===== config.mk =====
export PLATFORM = sky130hd
export DESIGN_NAME = pkt_guard_top
export DESIGN_NICKNAME = d
export VERILOG_FILES = /design/src/logic/pkt_guard_pkg.sv /design/src/logic/pkt_ingress.sv /design/src/logic/pkt_ram.sv /design/src/logic/pkt_egress.sv /design/src/logic/pkt_guard_top.sv
export SDC_FILE = /design/constraint.sdc
export NUM_CORES = 2
export LEC_CHECK = 0
export BUFFER_PORTS_ARGS = -buffer_cell sky130_fd_sc_hd__buf_2
export CAP_MARGIN = 20
export CORE_MARGIN = 2
export CORE_UTILIZATION = 62
export CTS_CLUSTER_DIAMETER = 30
export DETAILED_ROUTE_END_ITERATION = 16
export HOLD_SLACK_MARGIN = 0.12
export PLACE_DENSITY = 0.79
export SLEW_MARGIN = 20
export SYNTH_ARGS = -nofsm -noshare
export SYNTH_HDL_FRONTEND = slang
export SYNTH_HIERARCHICAL = 1
export SYNTH_SLANG_ARGS = --single-unit

===== constraint.sdc =====
create_clock -name axi4s_in -period 9.15 [get_ports axi4s_in]
set_input_delay 1.83 -clock axi4s_in [delete_from_list [all_inputs] [get_ports axi4s_in]]
set_output_delay 1.83 -clock axi4s_in [all_outputs]
set_load 0.01 [all_outputs]

===== src/logic/pkt_guard_pkg.sv =====
// ----------------------------------------
// shared types and sizing helpers for the
// ingress packet guard, imported by the RTL
// and by the verification files
// ----------------------------------------
`default_nettype none

package pkt_guard_pkg;

   // ----------------------------------------
   // state and cause encodings
   // ----------------------------------------

   // ingress packet tracking
   // ING_SOP next word opens a packet, ING_BODY kept packet in progress,
   // ING_DROP overflowed packet being skipped up to its last word
   typedef enum logic [1:0] {
      ING_SOP  = 2'd0,
      ING_BODY = 2'd1,
      ING_DROP = 2'd2
   } ing_state_t;

   // reason reported alongside each drop pulse
   typedef enum logic [1:0] {
      DROP_NONE = 2'd0,
      DROP_OVFL = 2'd1,
      DROP_ERR  = 2'd2
   } drop_cause_t;

   // ----------------------------------------
   // width helpers
   // ----------------------------------------

   // words needed for one maximum length packet, rounded up
   function automatic int max_pkt_words(input int max_pkt_len, input int data_byte_wid);
      return (max_pkt_len + data_byte_wid - 1) / data_byte_wid;
   endfunction

   // address bits for a buffer of three maximum packets
   function automatic int buf_addr_wid(input int max_pkt_len, input int data_byte_wid);
      return $clog2(3 * max_pkt_words(max_pkt_len, data_byte_wid));
   endfunction

endpackage

`default_nettype wire


===== src/logic/pkt_ingress.sv =====
// ----------------------------------------
// ingress side of the packet guard: writes every
// word of a kept packet and winds the write pointer
// back when a packet is dropped for overflow or error
// ----------------------------------------
`timescale 1ns/100ps
`default_nettype none

module pkt_ingress #(
   parameter int DATA_BYTE_WID = 8,
   parameter int MAX_PKT_LEN   = 64,
   parameter int USER_WID      = 4,
   parameter bit DROP_ERRORED  = 1'b0,
   localparam int ADDR_WID     = pkt_guard_pkg::buf_addr_wid(MAX_PKT_LEN, DATA_BYTE_WID)
) (
   input  logic                       axi4s_in,
   input  logic                       arst_n,
   input  logic                       in_valid,
   input  logic [DATA_BYTE_WID*8-1:0] in_data,
   input  logic [DATA_BYTE_WID-1:0]   in_keep,
   input  logic                       in_last,
   input  logic [USER_WID-1:0]        in_user,
   input  logic [ADDR_WID:0]          rd_ptr,
   output logic                       wr_en,
   output logic [ADDR_WID-1:0]        wr_addr,
   output logic [DATA_BYTE_WID*8-1:0] wr_data,
   output logic [DATA_BYTE_WID-1:0]   wr_keep,
   output logic                       wr_last,
   output logic [USER_WID-1:0]        wr_user,
   output logic [ADDR_WID:0]          wr_ptr,
   output logic [ADDR_WID:0]          sop_ptr,
   output logic                       drop_pulse,
   output pkt_guard_pkg::drop_cause_t drop_cause
);
   import pkt_guard_pkg::*;

   // a start word is refused once less than one max packet of room is left
   localparam int PKT_WORDS = max_pkt_words(MAX_PKT_LEN, DATA_BYTE_WID);
   localparam int OVFL_LVL  = 2 * PKT_WORDS;

   ing_state_t        state_q, state_d;
   logic [ADDR_WID:0] wr_ptr_d;
   logic [ADDR_WID:0] sop_ptr_d;
   logic [ADDR_WID:0] fill_lvl;
   logic              ovfl_start;
   logic              err_last;

   // wrap bit makes the difference the true fill level
   assign fill_lvl   = wr_ptr - rd_ptr;
   // packet start is implied by the state, the bus has no sop flag
   assign ovfl_start = in_valid && (state_q == ING_SOP) && (int'(fill_lvl) > OVFL_LVL);
   // error flag only counts on the last word
   assign err_last   = DROP_ERRORED && in_last && in_user[0];

   // ----------------------------------------
   // memory write port
   // ----------------------------------------

   // skipped packets never touch the memory
   assign wr_en   = in_valid && (state_q != ING_DROP) && !ovfl_start;
   assign wr_addr = wr_ptr[ADDR_WID-1:0];
   assign wr_data = in_data;
   assign wr_keep = in_keep;
   assign wr_last = in_last;
   assign wr_user = in_user;

   // ----------------------------------------
   // packet FSM and pointer update
   // ----------------------------------------
   always_comb begin
      state_d    = state_q;
      wr_ptr_d   = wr_ptr;
      sop_ptr_d  = sop_ptr;
      drop_pulse = 1'b0;
      drop_cause = DROP_NONE;
      if (in_valid) begin
         case (state_q)
            ING_SOP, ING_BODY: begin
               if (ovfl_start) begin
                  // single word packet is over at once
                  if (in_last) begin
                     drop_pulse = 1'b1;
                     drop_cause = DROP_OVFL;
                  end else begin
                     state_d = ING_DROP;
                  end
               end else if (in_last) begin
                  state_d = ING_SOP;
                  if (err_last) begin
                     // forget the whole packet
                     wr_ptr_d   = sop_ptr;
                     drop_pulse = 1'b1;
                     drop_cause = DROP_ERR;
                  end else begin
                     // packet complete, release it to egress
                     wr_ptr_d  = wr_ptr + 1'b1;
                     sop_ptr_d = wr_ptr + 1'b1;
                  end
               end else begin
                  wr_ptr_d = wr_ptr + 1'b1;
                  state_d  = ING_BODY;
               end
            end
            ING_DROP: begin
               // report once the skipped packet has ended
               if (in_last) begin
                  state_d    = ING_SOP;
                  drop_pulse = 1'b1;
                  drop_cause = DROP_OVFL;
               end
            end
            default: state_d = ING_SOP;
         endcase
      end
   end

   always_ff @(posedge axi4s_in or negedge arst_n) begin
      if (!arst_n) begin
         state_q <= ING_SOP;
         wr_ptr  <= '0;
         sop_ptr <= '0;
      end else begin
         state_q <= state_d;
         wr_ptr  <= wr_ptr_d;
         sop_ptr <= sop_ptr_d;
      end
   end

endmodule

`default_nettype wire


===== src/logic/pkt_ram.sv =====
// ----------------------------------------
// word store of the packet buffer, one write
// and one registered read port
// ----------------------------------------
`timescale 1ns/100ps
`default_nettype none

module pkt_ram #(
   parameter int DATA_BYTE_WID = 8,
   parameter int MAX_PKT_LEN   = 64,
   parameter int USER_WID      = 4,
   localparam int ADDR_WID     = pkt_guard_pkg::buf_addr_wid(MAX_PKT_LEN, DATA_BYTE_WID)
) (
   input  logic                       axi4s_in,
   input  logic                       wr_en,
   input  logic [ADDR_WID-1:0]        wr_addr,
   input  logic [DATA_BYTE_WID*8-1:0] wr_data,
   input  logic [DATA_BYTE_WID-1:0]   wr_keep,
   input  logic                       wr_last,
   input  logic [USER_WID-1:0]        wr_user,
   input  logic                       rd_en,
   input  logic [ADDR_WID-1:0]        rd_addr,
   output logic [DATA_BYTE_WID*8-1:0] rd_data,
   output logic [DATA_BYTE_WID-1:0]   rd_keep,
   output logic                       rd_last,
   output logic [USER_WID-1:0]        rd_user
);

   // stored word is {last, user, keep, data}
   localparam int WORD_WID = 1 + USER_WID + DATA_BYTE_WID + DATA_BYTE_WID * 8;
   localparam int DEPTH    = 2 ** ADDR_WID;

   logic [WORD_WID-1:0] mem [DEPTH];
   logic [WORD_WID-1:0] rd_word_q;

   always_ff @(posedge axi4s_in) begin
      if (wr_en) begin
         mem[wr_addr] <= {wr_last, wr_user, wr_keep, wr_data};
      end
      // output holds while no read is issued
      if (rd_en) begin
         rd_word_q <= mem[rd_addr];
      end
   end

   assign {rd_last, rd_user, rd_keep, rd_data} = rd_word_q;

endmodule

`default_nettype wire


===== src/logic/pkt_egress.sv =====
// ----------------------------------------
// egress side of the packet guard: reads only
// finished packets and spends one credit per word,
// output word is registered after the memory read
// ----------------------------------------
`timescale 1ns/100ps
`default_nettype none

module pkt_egress #(
   parameter int DATA_BYTE_WID = 8,
   parameter int MAX_PKT_LEN   = 64,
   parameter int USER_WID      = 4,
   parameter int CREDIT_MAX    = 4,
   localparam int ADDR_WID     = pkt_guard_pkg::buf_addr_wid(MAX_PKT_LEN, DATA_BYTE_WID)
) (
   input  logic                       axi4s_in,
   input  logic                       arst_n,
   input  logic [ADDR_WID:0]          sop_ptr,
   input  logic                       out_credit,
   input  logic [DATA_BYTE_WID*8-1:0] rd_data,
   input  logic [DATA_BYTE_WID-1:0]   rd_keep,
   input  logic                       rd_last,
   input  logic [USER_WID-1:0]        rd_user,
   output logic                       rd_en,
   output logic [ADDR_WID-1:0]        rd_addr,
   output logic [ADDR_WID:0]          rd_ptr,
   output logic                       out_valid,
   output logic [DATA_BYTE_WID*8-1:0] out_data,
   output logic [DATA_BYTE_WID-1:0]   out_keep,
   output logic                       out_last,
   output logic [USER_WID-1:0]        out_user
);

   localparam int CNT_WID = $clog2(CREDIT_MAX + 1);

   logic [CNT_WID-1:0] credit_q;
   logic               pkt_avail;
   logic               rd_vld_q;

   // ----------------------------------------
   // read request
   // ----------------------------------------

   // sop_ptr only moves past complete packets, so anything below it may go
   assign pkt_avail = (rd_ptr != sop_ptr);
   // credit is taken at the read, covering words still in the pipe
   assign rd_en     = pkt_avail && (credit_q != '0);
   assign rd_addr   = rd_ptr[ADDR_WID-1:0];

   always_ff @(posedge axi4s_in or negedge arst_n) begin
      if (!arst_n) begin
         rd_ptr   <= '0;
         credit_q <= CNT_WID'(CREDIT_MAX);
      end else begin
         if (rd_en) begin
            rd_ptr <= rd_ptr + 1'b1;
         end
         // a return and a spend in one cycle cancel out
         case ({out_credit, rd_en})
            2'b10:   credit_q <= credit_q + 1'b1;
            2'b01:   credit_q <= credit_q - 1'b1;
            default: credit_q <= credit_q;
         endcase
      end
   end

   // ----------------------------------------
   // output stage
   // ----------------------------------------

   // rd_vld_q marks the memory word, out_valid the word on the bus
   always_ff @(posedge axi4s_in or negedge arst_n) begin
      if (!arst_n) begin
         rd_vld_q  <= 1'b0;
         out_valid <= 1'b0;
      end else begin
         rd_vld_q  <= rd_en;
         out_valid <= rd_vld_q;
      end
   end

   // payload only loads with a fresh memory word
   always_ff @(posedge axi4s_in) begin
      if (rd_vld_q) begin
         out_data <= rd_data;
         out_keep <= rd_keep;
         out_last <= rd_last;
         out_user <= rd_user;
      end
   end

endmodule

`default_nettype wire


===== src/logic/pkt_guard_top.sv =====
// ----------------------------------------
// packet guard top: ingress control, word
// memory and credit based egress in one block
// ----------------------------------------
`timescale 1ns/100ps
`default_nettype none

module pkt_guard_top #(
   parameter int DATA_BYTE_WID = 8,
   parameter int MAX_PKT_LEN   = 64,
   parameter int USER_WID      = 4,
   parameter bit DROP_ERRORED  = 1'b1,
   parameter int CREDIT_MAX    = 4,
   localparam int ADDR_WID     = pkt_guard_pkg::buf_addr_wid(MAX_PKT_LEN, DATA_BYTE_WID)
) (
   input  logic                       axi4s_in,
   input  logic                       arst_n,
   // source side, never stalled
   input  logic                       in_valid,
   input  logic [DATA_BYTE_WID*8-1:0] in_data,
   input  logic [DATA_BYTE_WID-1:0]   in_keep,
   input  logic                       in_last,
   input  logic [USER_WID-1:0]        in_user,
   // sink side, one credit pulse per free word
   input  logic                       out_credit,
   output logic                       out_valid,
   output logic [DATA_BYTE_WID*8-1:0] out_data,
   output logic [DATA_BYTE_WID-1:0]   out_keep,
   output logic                       out_last,
   output logic [USER_WID-1:0]        out_user,
   // drop status
   output logic                       drop_pulse,
   output pkt_guard_pkg::drop_cause_t drop_cause
);

   // write port
   logic                       wr_en;
   logic [ADDR_WID-1:0]        wr_addr;
   logic [DATA_BYTE_WID*8-1:0] wr_data;
   logic [DATA_BYTE_WID-1:0]   wr_keep;
   logic                       wr_last;
   logic [USER_WID-1:0]        wr_user;
   // read port
   logic                       rd_en;
   logic [ADDR_WID-1:0]        rd_addr;
   logic [DATA_BYTE_WID*8-1:0] rd_data;
   logic [DATA_BYTE_WID-1:0]   rd_keep;
   logic                       rd_last;
   logic [USER_WID-1:0]        rd_user;
   // buffer pointers
   logic [ADDR_WID:0]          sop_ptr;
   logic [ADDR_WID:0]          rd_ptr;

   pkt_ingress #(
      .DATA_BYTE_WID (DATA_BYTE_WID),
      .MAX_PKT_LEN   (MAX_PKT_LEN),
      .USER_WID      (USER_WID),
      .DROP_ERRORED  (DROP_ERRORED)
   ) pkt_ingress_i (
      .axi4s_in   (axi4s_in),
      .arst_n     (arst_n),
      .in_valid   (in_valid),
      .in_data    (in_data),
      .in_keep    (in_keep),
      .in_last    (in_last),
      .in_user    (in_user),
      .rd_ptr     (rd_ptr),
      .wr_en      (wr_en),
      .wr_addr    (wr_addr),
      .wr_data    (wr_data),
      .wr_keep    (wr_keep),
      .wr_last    (wr_last),
      .wr_user    (wr_user),
      .wr_ptr     (),
      .sop_ptr    (sop_ptr),
      .drop_pulse (drop_pulse),
      .drop_cause (drop_cause)
   );

   pkt_ram #(
      .DATA_BYTE_WID (DATA_BYTE_WID),
      .MAX_PKT_LEN   (MAX_PKT_LEN),
      .USER_WID      (USER_WID)
   ) pkt_ram_i (
      .axi4s_in (axi4s_in),
      .wr_en    (wr_en),
      .wr_addr  (wr_addr),
      .wr_data  (wr_data),
      .wr_keep  (wr_keep),
      .wr_last  (wr_last),
      .wr_user  (wr_user),
      .rd_en    (rd_en),
      .rd_addr  (rd_addr),
      .rd_data  (rd_data),
      .rd_keep  (rd_keep),
      .rd_last  (rd_last),
      .rd_user  (rd_user)
   );

   pkt_egress #(
      .DATA_BYTE_WID (DATA_BYTE_WID),
      .MAX_PKT_LEN   (MAX_PKT_LEN),
      .USER_WID      (USER_WID),
      .CREDIT_MAX    (CREDIT_MAX)
   ) pkt_egress_i (
      .axi4s_in   (axi4s_in),
      .arst_n     (arst_n),
      .sop_ptr    (sop_ptr),
      .out_credit (out_credit),
      .rd_data    (rd_data),
      .rd_keep    (rd_keep),
      .rd_last    (rd_last),
      .rd_user    (rd_user),
      .rd_en      (rd_en),
      .rd_addr    (rd_addr),
      .rd_ptr     (rd_ptr),
      .out_valid  (out_valid),
      .out_data   (out_data),
      .out_keep   (out_keep),
      .out_last   (out_last),
      .out_user   (out_user)
   );

endmodule

`default_nettype wire


==> results_dict.tcl <==
set metrics [dict create \
    outcome "finished clean" \
    crit_fanout 55 \
    setup_viol 0 \
    yosysWarningCount 6 \
    die_x_um 407 \
    path_delay_family "simple AND/OR/NAND/NOR gates" \
    setup.worst_path.end_class "register" \
    dp_hpwl_um 128000 \
    switching_share_pct 30.3 \
    core_um2 161000 \
    worst_slack_ns 3.02 \
    cts_root_buf "clkbuf_16" \
    layout_common_cells "2618 x edfxtp_1, 618 x mux2i_1, 455 x clkbuf_16" \
    netlist_instances 4841 \
    p_comb_share_pct 22.7 \
    post_dp_cell_area_um2 103000 \
    seq_power_share_pct 36.3 \
    p_per_area_nw_per_um2 344 \
    die-area_um2 165000 \
    gp_congestion 0.835 \
    relSlewSlack_pct 17.1 \
    utilization_pct 73.7 \
    grt_pass1_wl_um 393000 \
    cts_htree_levels 5 \
    post_cts_buffers 0 \
    period_minus_slack_ns 6.13 \
    critical-path-max-stage-delay_ns 1.00 \
    seqCellArea_um2 79300 \
    antenna_found_initial 16 \
    crit_buf_inv 1 \
    cp.arrival_ns 6.65 \
    initial_core_util_pct 62.5 \
    cp_slowest_cell "buf_4" \
    routed_wl_um 277000 \
    clk_pin_slew_ns 0.05 \
    fin_tns_setup_ns 0 \
    min-delay-path-class "reg2reg" \
    pin_count 162 \
    maxCapViolations 0 \
    die_height_um 407 \
    grt_pass1_vias 55800 \
    holdBufCountCts 0 \
    cts_resized 0 \
    cp-start-kind "register" \
    syn_to_final_growth_pct 17.9 \
    multi_input_area_um2 19700 \
    final_layout_size_suffix_gt1_share_pct 24.7 \
    netlist_area_um2 101000 \
    grt_overflow 0 \
    fp-row-count 147 \
    pre_cts_ws_ns 3.27 \
    max-vdd-ir-drop_uv 298 \
    fin_worst_skew_ns 0.0774 \
    cts_tree "done" \
    drt_iter0_drc 8372 \
    worstPathCellList "ha_1 -> fa_1 -> xnor2_1 -> nor3_1 -> mux2i_1 -> a211oi_4 -> a21o_1 -> and2_1 -> or3b_2 -> nor2_4 -> buf_4" \
    rsz0062_at_grt "no" \
    ctsLongestPathBuffers 4 \
    timing.fmax_ghz 0.163 \
    grt_max_degree 131 \
    avgRoutedWirePerCell_um 35.7 \
    track_usage_pct 33.7 \
    portBuffers 161 \
    syn_area_per_cell_um2 20.8 \
    hold_violations 0 \
    p_sw_mw 12.4 \
    vias_per_cell 7.03 \
    drv_slew 0 \
    dr.pass1.iters 6 \
    cp.required_ns 9.68 \
    cts_buffers 450 \
    p_leak_nw 40.0 \
    post-route-period-util_pct 67.0 \
    tightest_slew_ns 1.24 \
    p_clk_share_pct 41.0 \
    critPathKind "reg2reg" \
    insertion_delay_ns 0.99 \
    final_common_cell "edfxtp_1" \
    final_nets 5311 \
    final_area_um2 119000 \
    fillCellCount 8213 \
    syn_nets 4932 \
    final_antenna_net_count 0 \
    reg2reg_slack_ns 3.02 \
    p_int_mw 28.5 \
    drc_errors 0 \
    clock_sinks 2643 \
    vias 54500 \
]
-- layout make-up --
class | count | share of cell area (%)
Antenna cell | 5 | 0.0106
Clock buffer | 487 | 9.70
Timing Repair Buffer | 265 | 1.50
Clock inverter | 330 | 3.02
Inverter | 16 | 0.0506
Multi-Input combinational cell | 1844 | 16.6
Tap cell | 2160 | 2.28
Sequential cell | 2643 | 66.8
-- sequential cells by signal, indices dropped and copies added, names as in the netlist --
signal,flops
pkt_egress_i/out_keep,8
pkt_egress_i/out_user,4
pkt_egress_i/credit_q,3
pkt_ram_i/mem,2464
pkt_ingress_i/wr_ptr,6
pkt_egress_i/out_valid,1
pkt_egress_i/rd_ptr,6
pkt_ingress_i/state_q,2
pkt_ingress_i/sop_ptr,6
pkt_egress_i/rd_vld_q,1
pkt_egress_i/out_last,1
pkt_ram_i/rd_word_q,77
pkt_egress_i/out_data,64
-- stage by stage --
step / hold WS [ns] / total power [mW] / std cells
2_1_floorplan: 0.400 / 20.9 / 4841
3_3_place_gp: 0.403 / 23.5 / 6925
3_5_place_dp: 0.405 / 23.7 / 6927
4_1_cts: 0.408 / 40.7 / 7744
5_1_grt: 0.418 / 41.7 / 7746
6_report: 0.409 / 40.8 / 7750
-- worst paths after layout --
path,cells past startpoint,to,startpoint
setup / recovery,11,pkt_ram_i/mem[0][54],pkt_egress_i/rd_ptr[0]
hold / removal,0,pkt_egress_i/out_data[22],pkt_ram_i/rd_word_q[22]
setup reg to reg,11,pkt_ram_i/mem[0][54],pkt_egress_i/rd_ptr[0]
hold reg to reg,0,pkt_egress_i/out_data[22],pkt_ram_i/rd_word_q[22]
max in group asynchronous,1,pkt_egress_i/rd_vld_q,arst_n
min in group asynchronous,1,pkt_egress_i/out_valid,arst_n
-- power by group through the flow --
stage	Clock, mW	Combinational [mW]	Sequential, mW
2_1_floorplan	0	6.03	14.9
3_3_place_gp	0	8.58	15.0
3_5_place_dp	0	8.74	15.0
4_1_cts	16.8	9.08	14.8
5_1_grt	17.3	9.50	14.9
6_report	16.8	9.28	14.8
-- metal layers --
| metal | up-vias | GRT usage, % | share of wire, % |
|---|---|---|---|
| met5 | - | 0 | 0.013 |
| li1 | 21000 | - | - |
| met2 | 4801 | 54.6 | 49 |
| met4 | 6 | 18.2 | 6.0 |
| met1 | 27700 | 43.0 | 33 |
| met3 | 999 | 7.28 | 12 |
No activity file was read; power rests on OpenSTA's default activity.
